**config.mk**
```make
export PLATFORM = sky130hd
export DESIGN_NAME = sa_controller
export DESIGN_NICKNAME = d
export VERILOG_FILES = /design/src/sa_ctrl_pkg.sv /design/src/mem_init_seq.sv /design/src/stride_seq.sv /design/src/phase_fsm.sv /design/src/sa_controller.sv
export SDC_FILE = /design/constraint.sdc
export NUM_CORES = 1
export LEC_CHECK = 0
export BUFFER_PORTS_ARGS = -buffer_cell sky130_fd_sc_hd__buf_2
export CORE_ASPECT_RATIO = 2
export CORE_MARGIN = 10
export CORE_UTILIZATION = 30
export DETAILED_ROUTE_END_ITERATION = 10
export HOLD_SLACK_MARGIN = 0.05
export PLACE_DENSITY = 0.52
export SETUP_SLACK_MARGIN = 0.2
export SKIP_LAST_GASP = 1
export SLEW_MARGIN = 5
export SYNTH_ARGS = -nofsm -noshare
export SYNTH_HDL_FRONTEND = slang
export SYNTH_HIERARCHICAL = 1
export SYNTH_SLANG_ARGS = --single-unit
```
**constraint.sdc**
```tcl
create_clock -name clk -period 2.9 [get_ports clk]
set_clock_uncertainty 0.1 [all_clocks]
set_input_delay 0.435 -clock clk [delete_from_list [all_inputs] [get_ports clk]]
set_output_delay 0.435 -clock clk [all_outputs]
set_load 0.02 [all_outputs]
```
**src/sa_ctrl_pkg.sv**
```systemverilog
package sa_ctrl_pkg;

    // Element and address widths
    localparam int DATA_W = 8;
    localparam int ADDR_W = 6;

    // Matrix geometry
    localparam int W_DIM   = 3;           // Weight matrix side
    localparam int F_DIM   = 4;           // Feature matrix side
    localparam int WIN_DIM = 2;           // Windows per side

    // Scratch memory layout
    localparam int WEIGHT_BASE  = 0;
    localparam int FEATURE_BASE = WEIGHT_BASE + W_DIM * W_DIM;
    localparam int INIT_WORDS   = W_DIM * W_DIM + F_DIM * F_DIM;

    localparam int N_STRIDES = WIN_DIM * WIN_DIM;

    // Pipeline flush after each compute pass
    localparam int SERIAL_DRAIN   = 2;
    localparam int SYSTOLIC_DRAIN = 3;
    localparam int DRAIN_W        = $clog2(SYSTOLIC_DRAIN);

    typedef logic [DATA_W-1:0] data_t;
    typedef logic [ADDR_W-1:0] addr_t;
    typedef logic [$clog2(N_STRIDES)-1:0] stride_idx_t;

    // Weights stored column by column
    localparam data_t WEIGHT_INIT [W_DIM*W_DIM] = '{
        8'd1, 8'd1, 8'd1,
        8'd2, 8'd2, 8'd2,
        8'd3, 8'd3, 8'd3
    };

    // Features stored row by row
    localparam data_t FEATURE_INIT [F_DIM*F_DIM] = '{
        8'd1, 8'd2, 8'd3, 8'd4,
        8'd1, 8'd2, 8'd3, 8'd4,
        8'd1, 8'd2, 8'd3, 8'd4,
        8'd1, 8'd2, 8'd3, 8'd4
    };

    typedef enum logic [1:0] {
        COMP_SERIAL   = 2'd0,
        COMP_SYSTOLIC = 2'd1
    } comp_mode_t;

    typedef enum logic [3:0] {
        PH_IDLE,
        PH_MEM_INIT,
        PH_SERIAL,
        PH_SERIAL_DRAIN,
        PH_WEIGHT_PRELOAD,
        PH_SYSTOLIC,
        PH_SYSTOLIC_DRAIN,
        PH_DISPLAY_START,
        PH_DISPLAY
    } phase_t;

endpackage

```
**src/mem_init_seq.sv**
```systemverilog
`timescale 1ns/1ps

module mem_init_seq import sa_ctrl_pkg::*; (
    input  logic  clk,
    input  logic  rst,
    input  logic  init_start,
    output logic  mem_we,
    output addr_t mem_addr,
    output data_t mem_wdata,
    output logic  init_done
);

    typedef logic [$clog2(W_DIM*W_DIM)-1:0] w_idx_t;
    typedef logic [$clog2(F_DIM*F_DIM)-1:0] f_idx_t;

    logic active;
    addr_t word_cnt;
    logic last_word;
    w_idx_t w_idx;
    f_idx_t f_idx;

    assign last_word = (word_cnt == addr_t'(INIT_WORDS - 1));

    always_ff @(posedge clk) begin
        if (!rst) begin
            active   <= 1'b0;
            word_cnt <= '0;
        end else if (init_start) begin
            active   <= 1'b1;
            word_cnt <= '0;
        end else if (active) begin
            word_cnt <= last_word ? '0 : word_cnt + 1'b1;
            if (last_word)
                active <= 1'b0;
        end
    end

    assign w_idx = w_idx_t'(word_cnt);
    assign f_idx = f_idx_t'(word_cnt - addr_t'(FEATURE_BASE));

    // Weights fill the low addresses, features follow
    always_comb begin
        if (word_cnt < addr_t'(FEATURE_BASE))
            mem_wdata = WEIGHT_INIT[w_idx];
        else
            mem_wdata = FEATURE_INIT[f_idx];
    end

    assign mem_addr  = addr_t'(WEIGHT_BASE) + word_cnt;
    assign mem_we    = active;
    assign init_done = active && last_word;   // Same cycle as the last write

    // A write burst covers the scratch area once
    a_we_burst: assert property (@(posedge clk) disable iff (!rst)
        mem_we [*INIT_WORDS] |=> !mem_we);

endmodule

```
**src/stride_seq.sv**
```systemverilog
`timescale 1ns/1ps

module stride_seq import sa_ctrl_pkg::*; (
    input  logic        clk,
    input  logic        rst,
    input  logic        stride_start,
    input  logic        stride_unit_done,
    output logic        stride_active,
    output stride_idx_t stride_idx,
    output addr_t       feature_baseaddr,
    output logic        stride_done
);

    logic active;
    stride_idx_t idx;
    logic last_win;
    addr_t win_row;
    addr_t win_col;

    assign last_win = (idx == stride_idx_t'(N_STRIDES - 1));

    // Window index walks row-major over the output grid
    always_ff @(posedge clk) begin
        if (!rst) begin
            active <= 1'b0;
            idx    <= '0;
        end else if (stride_start) begin
            active <= 1'b1;
            idx    <= '0;
        end else if (active && stride_unit_done) begin
            idx <= last_win ? '0 : idx + 1'b1;
            if (last_win)
                active <= 1'b0;
        end
    end

    assign win_row = addr_t'(int'(idx) / WIN_DIM);
    assign win_col = addr_t'(int'(idx) % WIN_DIM);

    // Top-left feature of the window
    assign feature_baseaddr = addr_t'(FEATURE_BASE) + win_row * addr_t'(F_DIM) + win_col;

    assign stride_active = active;
    assign stride_idx    = idx;
    assign stride_done   = active && stride_unit_done && last_win;

    // Window only moves on a unit answer
    a_idx_hold: assert property (@(posedge clk) disable iff (!rst)
        !$stable(stride_idx) |-> $past(stride_unit_done));

    // Phase FSM must not restart a pass in flight
    a_no_restart: assert property (@(posedge clk) disable iff (!rst)
        stride_start |-> !stride_active);

endmodule

```
**src/phase_fsm.sv**
```systemverilog
`timescale 1ns/1ps

module phase_fsm import sa_ctrl_pkg::*; (
    input  logic       clk,
    input  logic       rst,
    input  logic       start_sa,
    input  logic       serial_mode_done,
    input  logic       weight_preloader_done,
    input  logic       feature_loader_done,
    input  logic       display_done,
    input  logic       init_done,
    input  logic       stride_active,
    input  logic       stride_done,
    output logic       init_start,
    output logic       stride_start,
    output logic       stride_unit_done,
    output logic       rst_computation_module,
    output logic       rst_display_module,
    output logic       mem_sel,
    output logic       serial_mode_en,
    output logic       weight_preloader_en,
    output logic       feature_loader_en,
    output logic       systolic_mode,
    output logic       display_mode_en,
    output logic       busy,
    output comp_mode_t computation_mode_sel
);

    phase_t phase;
    phase_t phase_nxt;
    logic [DRAIN_W-1:0] drain_cnt;
    logic in_drain;
    logic drain_last;
    logic comp_phase;

    assign in_drain = (phase == PH_SERIAL_DRAIN) || (phase == PH_SYSTOLIC_DRAIN);

    assign drain_last =
        ((phase == PH_SERIAL_DRAIN) && (drain_cnt == DRAIN_W'(SERIAL_DRAIN - 1))) ||
        ((phase == PH_SYSTOLIC_DRAIN) && (drain_cnt == DRAIN_W'(SYSTOLIC_DRAIN - 1)));

    always_comb begin
        phase_nxt = phase;
        case (phase)
            PH_IDLE:           if (start_sa) phase_nxt = PH_MEM_INIT;
            PH_MEM_INIT:       if (init_done) phase_nxt = PH_SERIAL;
            PH_SERIAL:         if (stride_done) phase_nxt = PH_SERIAL_DRAIN;
            PH_SERIAL_DRAIN:   if (drain_last) phase_nxt = PH_WEIGHT_PRELOAD;
            PH_WEIGHT_PRELOAD: if (weight_preloader_done) phase_nxt = PH_SYSTOLIC;
            PH_SYSTOLIC:       if (stride_done) phase_nxt = PH_SYSTOLIC_DRAIN;
            PH_SYSTOLIC_DRAIN: if (drain_last) phase_nxt = PH_DISPLAY_START;
            PH_DISPLAY_START:  phase_nxt = PH_DISPLAY;
            PH_DISPLAY:        if (display_done) phase_nxt = PH_IDLE;
            default:           phase_nxt = PH_IDLE;
        endcase
    end

    always_ff @(posedge clk) begin
        if (!rst) begin
            phase     <= PH_IDLE;
            drain_cnt <= '0;
        end else begin
            phase <= phase_nxt;
            // Restarts on every phase entry
            if (in_drain && (phase_nxt == phase))
                drain_cnt <= drain_cnt + 1'b1;
            else
                drain_cnt <= '0;
        end
    end

    // Sequencer kick-offs
    assign init_start   = (phase == PH_IDLE) && start_sa;
    assign stride_start = ((phase == PH_MEM_INIT) && init_done) ||
                          ((phase == PH_WEIGHT_PRELOAD) && weight_preloader_done);

    assign serial_mode_en      = (phase == PH_SERIAL) && stride_active;
    assign feature_loader_en   = (phase == PH_SYSTOLIC) && stride_active;
    assign weight_preloader_en = (phase == PH_WEIGHT_PRELOAD);
    assign display_mode_en     = (phase == PH_DISPLAY_START);   // Single-cycle start

    // Only the unit that is enabled may advance the window
    assign stride_unit_done = (serial_mode_en && serial_mode_done) ||
                              (feature_loader_en && feature_loader_done);

    assign comp_phase = phase inside {PH_SERIAL, PH_SERIAL_DRAIN, PH_WEIGHT_PRELOAD,
                                      PH_SYSTOLIC, PH_SYSTOLIC_DRAIN};

    // Compute units come out of reset with the last init write
    assign rst_computation_module = !(comp_phase || ((phase == PH_MEM_INIT) && init_done));
    assign rst_display_module     = !(phase inside {PH_DISPLAY_START, PH_DISPLAY});

    assign mem_sel       = !(phase inside {PH_IDLE, PH_MEM_INIT});
    assign systolic_mode = phase inside {PH_SYSTOLIC, PH_SYSTOLIC_DRAIN};
    assign busy          = (phase != PH_IDLE);

    assign computation_mode_sel =
        (phase inside {PH_WEIGHT_PRELOAD, PH_SYSTOLIC, PH_SYSTOLIC_DRAIN}) ?
        COMP_SYSTOLIC : COMP_SERIAL;

    a_one_unit: assert property (@(posedge clk) disable iff (!rst)
        $onehot0({serial_mode_en, weight_preloader_en, feature_loader_en, display_mode_en}));

endmodule

```
**src/sa_controller.sv**
```systemverilog
`timescale 1ns/1ps

module sa_controller import sa_ctrl_pkg::*; (
    input  logic        clk,
    input  logic        rst,
    input  logic        start_sa,
    input  logic        serial_mode_done,
    input  logic        weight_preloader_done,
    input  logic        feature_loader_done,
    input  logic        display_done,
    output logic        mem_we,
    output addr_t       mem_addr,
    output data_t       mem_wdata,
    output logic        rst_computation_module,
    output logic        rst_display_module,
    output logic        mem_sel,
    output addr_t       feature_baseaddr,    // Shared by serial and systolic modes
    output logic        serial_mode_en,
    output logic        weight_preloader_en,
    output logic        feature_loader_en,
    output logic        systolic_mode,
    output stride_idx_t c_reg_sel,
    output comp_mode_t  computation_mode_sel,
    output logic        display_mode_en,
    output logic        busy
);

    logic init_start;
    logic init_done;
    logic stride_start;
    logic stride_done;
    logic stride_active;
    logic stride_unit_done;

    mem_init_seq mem_init_seq_inst (
        .clk        (clk),
        .rst        (rst),
        .init_start (init_start),
        .mem_we     (mem_we),
        .mem_addr   (mem_addr),
        .mem_wdata  (mem_wdata),
        .init_done  (init_done)
    );

    // Window index doubles as the result register select
    stride_seq stride_seq_inst (
        .clk              (clk),
        .rst              (rst),
        .stride_start     (stride_start),
        .stride_unit_done (stride_unit_done),
        .stride_active    (stride_active),
        .stride_idx       (c_reg_sel),
        .feature_baseaddr (feature_baseaddr),
        .stride_done      (stride_done)
    );

    phase_fsm phase_fsm_inst (
        .clk                    (clk),
        .rst                    (rst),
        .start_sa               (start_sa),
        .serial_mode_done       (serial_mode_done),
        .weight_preloader_done  (weight_preloader_done),
        .feature_loader_done    (feature_loader_done),
        .display_done           (display_done),
        .init_done              (init_done),
        .stride_active          (stride_active),
        .stride_done            (stride_done),
        .init_start             (init_start),
        .stride_start           (stride_start),
        .stride_unit_done       (stride_unit_done),
        .rst_computation_module (rst_computation_module),
        .rst_display_module     (rst_display_module),
        .mem_sel                (mem_sel),
        .serial_mode_en         (serial_mode_en),
        .weight_preloader_en    (weight_preloader_en),
        .feature_loader_en      (feature_loader_en),
        .systolic_mode          (systolic_mode),
        .display_mode_en        (display_mode_en),
        .busy                   (busy),
        .computation_mode_sel   (computation_mode_sel)
    );

endmodule

```
-- Word-level counts from Yosys, hierarchy flattened
Memory sizes are Yosys's and may differ from the RTL's.
Index checks and enable logic that the tools add are counted.
- $add $sub $neg: 6
- order comparisons: 3
- equality and inequality tests: 13
- muxes and demuxes: 23
- bitwise gates (word level): 3
- reduce and logical (&&, ||, !) cells: 34
- operator list (kind ; count):
    2-to-1 mux 8 bit ; 5
    one-hot mux 4 bit (9 select lines) ; 1
    2-to-1 mux 4 bit ; 8
    equality test 4 x 3 -> 1 bit, second input constant ; 4
    logical AND 1 bit ; 13
    greater-or-equal comparator 5 bit, second input constant ; 2
    NOT 4 -> 5 bit ; 2
    nonzero test 2 bit ; 5
    equality test 4 x 2 -> 1 bit, second input constant ; 2
    2-to-1 mux 1 bit ; 7
    adder 6 x 1 -> 6 bit ; 1
    adder 6 x 1 -> 6 bit, second input constant ; 1
    equality test 6 x 5 -> 1 bit, second input constant ; 1
    less-than comparator 6 x 4 -> 1 bit, second input constant ; 1
    2-to-1 mux 6 bit ; 1
    adder 4 x 3 -> 5 bit, first input constant ; 1
    logical OR 1 bit ; 5
    nonzero test 5 bit ; 1
    adder 2 x 1 -> 2 bit, second input constant ; 2
    equality test 2 bit, second input constant ; 2
    equality test 4 x 1 -> 1 bit, second input constant ; 1
    equality test 4 bit ; 1
    equality test 4 bit, second input constant ; 1
    zero test 4 bit ; 1
    other kinds (9) ; 13
- bits in registers: 16
- ROM bits: 256
- input port bits: 7
- output and inout port bits: 34
- memories kept: 2
- memory list (memory ; words ; width ; rd ports ; clocked after memory_dff ; write ports ; RTL line ; text):
    (name not given) ; 16 ; 8 ; 1 ; 0 ; 0 ; mem_init_seq.sv:44 ; mem_wdata = WEIGHT_INIT[w_idx];
    (name not given) ; 16 ; 8 ; 1 ; 0 ; 0 ; mem_init_seq.sv:46 ; mem_wdata = FEATURE_INIT[f_idx];

-- Logic depth before layout (Yosys ltp)
- word-level depth: 11
- depth in mapped cells: 10
- mapped depth without buffers: 9

-- Modules after synthesis
Netlist, hierarchy kept.
- by module, submodules not included (module ; times used ; cells an instance ; area an instance (µm²) ; seq. area each (µm²)):
    phase_fsm ; 1 ; 74 ; 546.8 ; 120.1
    mem_init_seq ; 1 ; 54 ; 496.7 ; 140.1
    stride_seq ; 1 ; 22 ; 197.7 ; 60.1

-- Worst setup path before layout
OpenSTA, ideal clock, no wires.
- path kind: reg2reg
- from: reg mem_init_seq_inst.word_cnt[0]
- to: reg phase_fsm_inst.drain_cnt[0]
- arrival: 2087 ps
- required time: 2673 ps
- path slack: 587 ps
- cell stages (with the launch flop): 10
- path buffers: 0
- cell sequence: dfxtp_1 inv_1 ha_1 nand4b_1 nor2_1 and2_1 or3b_1 a211o_1 o2111ai_1 o41ai_1
- longest elaborated chain between the ends: 7
- ends and longest elaborated chain (what ; RTL line ; text):
    start, declared ; mem_init_seq.sv:17 ; addr_t word_cnt;
    start signal, assigned ; mem_init_seq.sv:32 ; word_cnt <= last_word ? '0 : word_cnt + 1'b1;
    equality test 6 x 5 -> 1 bit ; mem_init_seq.sv:22 ; assign last_word = (word_cnt == addr_t'(INIT_WORDS - 1));
    logical AND 1 bit ; mem_init_seq.sv:51 ; assign init_done = active && last_word;
    net init_done ; sa_controller.sv:29 ; logic init_done;
    2-to-1 mux 4 bit ; phase_fsm.sv:46 ; PH_MEM_INIT: if (init_done) phase_nxt = PH_SERIAL;
    one-hot mux 4 bit (9 select lines) ; phase_fsm.sv:44 ; case (phase)
    equality test 4 bit ; phase_fsm.sv:65 ; if (in_drain && (phase_nxt == phase))
    logical AND 1 bit ; phase_fsm.sv:65 ;
    AND reduction 2 bit (no line) ; -- ;
    end signal, assigned ; phase_fsm.sv:66 ; drain_cnt <= drain_cnt + 1'b1;
    end, declared ; phase_fsm.sv:31 ; logic [DRAIN_W-1:0] drain_cnt;
The timed path passes the listed nets, and every way through them passes these cells.
A chain may end at the register's enable or synchronous reset.

-- Worst setup path in the final report
- from: reg mem_init_seq_inst.word_cnt[0]
- to: out rst_computation_module
- longest elaborated chain between the ends: 5
- ends and longest elaborated chain (what ; RTL line ; text):
    equality test 6 x 5 -> 1 bit ; mem_init_seq.sv:22 ;
    logical AND 1 bit ; mem_init_seq.sv:51 ;
    net init_done ; sa_controller.sv:29 ;
    logical AND 1 bit ; phase_fsm.sv:90 ; assign rst_computation_module = !(comp_phase || ((phase == PH_MEM_INIT) && init_done));
    logical OR 1 bit ; phase_fsm.sv:90 ;
    zero test 1 bit ; phase_fsm.sv:90 ;
    end, declared ; sa_controller.sv:14 ; output logic rst_computation_module,
The timed path passes the listed nets, and every way through them passes these cells.

==> insert_results.sql <==
INSERT INTO impl_metrics (metric_group, metric, value, unit) VALUES
('status', 'outcome', 'completed', ''),
('drt', 'final_antenna_net_count', '0', ''),
('worst_setup_path', 'slowest_stage', 'sky130_fd_sc_hd__dfxtp_2', ''),
('worst_setup_path', 'reg2reg_slack', '500', 'ps'),
('min_path', 'hold_path.startpoint', 'display_done', ''),
('placed_design', 'routability_cong', '0.8803', ''),
('pwr', 'leakagePower', '0.0006472', 'uW'),
('worst_setup_path', 'cp_num_cells', '8', ''),
('logic_synthesis', 'postSynth.topFlopCell', 'sky130_fd_sc_hd__dfxtp_1', ''),
('clocking', 'cts-htree-levels', '1', ''),
('logic_synthesis', 'yosys_register_bits', '16', ''),
('sta', 'finalSetupViolCount', '0', ''),
('worst_setup_path', 'worst-endpoint-required', '2370', 'ps'),
('min_path', 'hold_path_sink', 'phase_fsm_inst/phase[3]', ''),
('pwr', 'vdd_ir_drop_max', '0.0001971', 'V'),
('worst_setup_path', 'critical_path.max_stage_delay', '370', 'ps'),
('logic_synthesis', 'synth_seq_area_share', '25.81', '%'),
('global_routing', 'grt_start_max_net_pins', '12', ''),
('min_path', 'worst_hold_path.num_cells', '3', ''),
('worst_setup_path', 'r2r-end', 'phase_fsm_inst/phase[0]', ''),
('finish', 'final_core_utilization', '35.93', '%'),
('logic_synthesis', 'cell_type_with_the_highest_aggregate_area_in_the_netlist', 'sky130_fd_sc_hd__dfxtp_1', ''),
('sta', 'report.final.hold_viol_count', '0', ''),
('drt', 'detail_route.wl_per_cell', '14.48', 'um'),
('sta', 'fmaxAchievable', '0.3927', 'GHz'),
('finish', 'layout.cells.most_common', 'sky130_fd_sc_hd__buf_2', ''),
('worst_setup_path', 'timing.setup.critical_path_class', 'reg2out', ''),
('worst_setup_path', 'critical_path_buf_inv_count', '2', ''),
('floorplanning', 'initial_utilization', '30.67', '%'),
('logic_synthesis', 'netlist_top_cells_area', 'sky130_fd_sc_hd__dfxtp_1 26%, sky130_fd_sc_hd__ha_1 8.1%, sky130_fd_sc_hd__buf_4 7.3%', ''),
('floorplanning', 'placeableCoreArea', '4046', 'sq um'),
('global_routing', 'vias_in_the_first_global_route', '1158', ''),
('floorplanning', 'io_pins', '41', ''),
('clocking', 'clock_latency', '250', 'ps'),
('min_path', 'timing.hold.worst.class', 'in2reg', ''),
('sta', 'rsz0062_at_grt', 'false', ''),
('logic_synthesis', 'synth-edff-count', '0', ''),
('worst_setup_path', 'critical-path-top-delay-family', 'simple AND/OR/NAND/NOR gates', ''),
('global_routing', 'grt_first_pass_wirelength', '5.506', 'mm'),
('drt', 'drt-vias-per-instance', '5.135', ''),
('drt', 'wl', '3.317', 'mm'),
('pwr', 'power_density', '337.0', 'nW/um^2'),
('drt', 'drt_first_iter_violations', '41', ''),
('placed_design', 'placement.io_buffers', '31', ''),
('floorplanning', 'fp-row-count', '33', ''),
('logic_synthesis', 'yosys_warnings', '6', ''),
('clocking', 'cts.path.max_buffers', '2', ''),
('clocking', 'tritoncts', 'built', ''),
('worst_setup_path', 'start_kind', 'register', ''),
('logic_synthesis', 'synthDominantCellAreaShare', '25.81', '%'),
('floorplanning', 'chipHeight', '111.0', 'um'),
('finish', 'mostFrequentLayoutCells', '31 x sky130_fd_sc_hd__buf_2, 15 x sky130_fd_sc_hd__dfxtp_1, 10 x sky130_fd_sc_hd__inv_1', ''),
('worst_setup_path', 'crit_path_max_fanout', '8', ''),
('global_routing', 'gr-total-overflow', '0', ''),
('drt', 'route.detailed.drc', '0', ''),
('placed_design', 'dpl.hpwl', '2.778', 'mm'),
('finish', 'final_layout_size_suffix_gt1_share', '28.81', '%'),
('worst_setup_path', 'worst_r2r_startpoint', 'phase_fsm_inst/phase[3]', ''),
('sta', 'pins_over_slew_limit', '0', ''),
('sta', 'min_period', '2546', 'ps'),
('logic_synthesis', 'post_synth_inst_count', '150', ''),
('logic_synthesis', 'syn-mean-instance-area', '8.275', 'sq um'),
('finish', 'insertedDiodeCount', '0', ''),
('drt', 'detail_route.first_pass.iterations', '5', ''),
('logic_synthesis', 'synth_async_sr_flop_share', '0', '%'),
('finish', 'nets', '193', ''),
('clocking', 'cts.reportedPaths.clkPinSlew', '60', 'ps'),
('clocking', 'numCtsBuffers', '3', ''),
('clocking', 'root_buffer', 'sky130_fd_sc_hd__clkbuf_8', ''),
('finish', 'area_growth_syn_to_layout', '17.14', '%'),
('worst_setup_path', 'timing.critical_path.cells', 'inv_1 -> ha_1 -> nand4b_1 -> nor2_2 -> and2_4 -> a211oi_1 -> a311o_1 -> buf_2', '');
## per-stage QoR
stage	hold slack (ps)	worst slack [ps]	power, uW	instance area (sq um)	cells
finish	368.2	353.6	490.0	1454	229
global route	394.6	206.2	512.5	1454	229
CTS	366.8	224.9	495.3	1443	228
detailed placement	417.2	438.4	298.7	1385	224
global placement	393.2	449.9	298.1	1385	224
floorplan	375.0	586.9	293.6	1260	155
## metal layers
layer  share of wire [%]  GRT usage [%]  vias to the layer above
met5                   0              0                        -
li1                    -              -                      572
met3                 7.5          3.543                       10
met2                  55          16.83                       42
met4                 3.1          4.885                        0
met1                  34          8.143                      552
## cells by family after synthesis
family	synth area share (%)
mux	2.621
fa+ha+maj	8.065
simple gates	25.40
flops	25.81
buf+inv	13.11
other cells	1.209
compound gates	20.97
xor+xnor	2.823
## worst max-delay path by stage
stage                                  startpoint                          end
global placement    mem_init_seq_inst/word_cnt[0]       rst_computation_module
floorplan           mem_init_seq_inst/word_cnt[0]  phase_fsm_inst/drain_cnt[0]
CTS                 mem_init_seq_inst/word_cnt[0]       rst_computation_module
finish              mem_init_seq_inst/word_cnt[0]       rst_computation_module
detailed placement  mem_init_seq_inst/word_cnt[0]       rst_computation_module
global route        mem_init_seq_inst/word_cnt[0]       rst_computation_module
## cell type report
cell class / count / area (sq um)
Clock buffer: 4 / 55.05
Sequential cell: 16 / 321.6
Tap cell: 52 / 65.06
Timing Repair Buffer: 36 / 192.7
Inverter: 10 / 37.54
Multi-Input combinational cell: 111 / 782.0
Fill cell: 481 / 2592
## sequential cells by signal, indices dropped and copies added (netlist names)
register                       cells
stride_seq_inst/stride_idx         2
mem_init_seq_inst/word_cnt         6
stride_seq_inst/stride_active      1
phase_fsm_inst/phase               4
mem_init_seq_inst/mem_we           1
phase_fsm_inst/drain_cnt           2
## cells in the mapped netlist, types with 2 or more instances
cell,n
sky130_fd_sc_hd__ha_1,8
sky130_fd_sc_hd__inv_1,10
sky130_fd_sc_hd__a2bb2oi_1,2
sky130_fd_sc_hd__nand3b_1,2
sky130_fd_sc_hd__buf_4,12
sky130_fd_sc_hd__nand3_1,3
sky130_fd_sc_hd__nor2_1,10
sky130_fd_sc_hd__conb_1,4
sky130_fd_sc_hd__nand2b_1,5
sky130_fd_sc_hd__buf_2,4
sky130_fd_sc_hd__o2111ai_1,2
sky130_fd_sc_hd__or3_1,3
sky130_fd_sc_hd__a31oi_1,2
sky130_fd_sc_hd__or2_2,2
sky130_fd_sc_hd__nor3_1,5
sky130_fd_sc_hd__mux2_2,2
sky130_fd_sc_hd__nand2_1,6
sky130_fd_sc_hd__and3_1,2
sky130_fd_sc_hd__nor2b_1,3
sky130_fd_sc_hd__a21oi_1,4
sky130_fd_sc_hd__dfxtp_1,16
sky130_fd_sc_hd__xor2_1,3
sky130_fd_sc_hd__a21bo_1,2
sky130_fd_sc_hd__nor3b_1,2
sky130_fd_sc_hd__a211oi_1,5
sky130_fd_sc_hd__o41ai_1,2
sky130_fd_sc_hd__o21ai_0,4
## where the power goes
group,leakage (uW),internal (uW),switching [uW],total (uW)
combinational,0.000488,22.1,39.2,61.3
clock,0.0000288,120,75.3,196
sequential,0.000130,224,9.35,233
## worst register-to-register path, cell delays in order (launching register included)
cell and delay, ps:
sky130_fd_sc_hd__dfxtp_1 460, sky130_fd_sc_hd__nand2b_1 300, sky130_fd_sc_hd__nor2_1 110, sky130_fd_sc_hd__a22o_1 260, sky130_fd_sc_hd__and3_2 230, sky130_fd_sc_hd__or2_2 270, sky130_fd_sc_hd__a41oi_1 300, sky130_fd_sc_hd__or2_2 170
sky130_fd_sc_hd__a31oi_1 80
## what timing repair did
action,in CTS,in global routing
pin swaps,0,1
setup buffers,0,1
hold buffers,0,0
setup endpoints to repair,1,1
resized for setup,1,2
(Power assumes the default switching activity.)
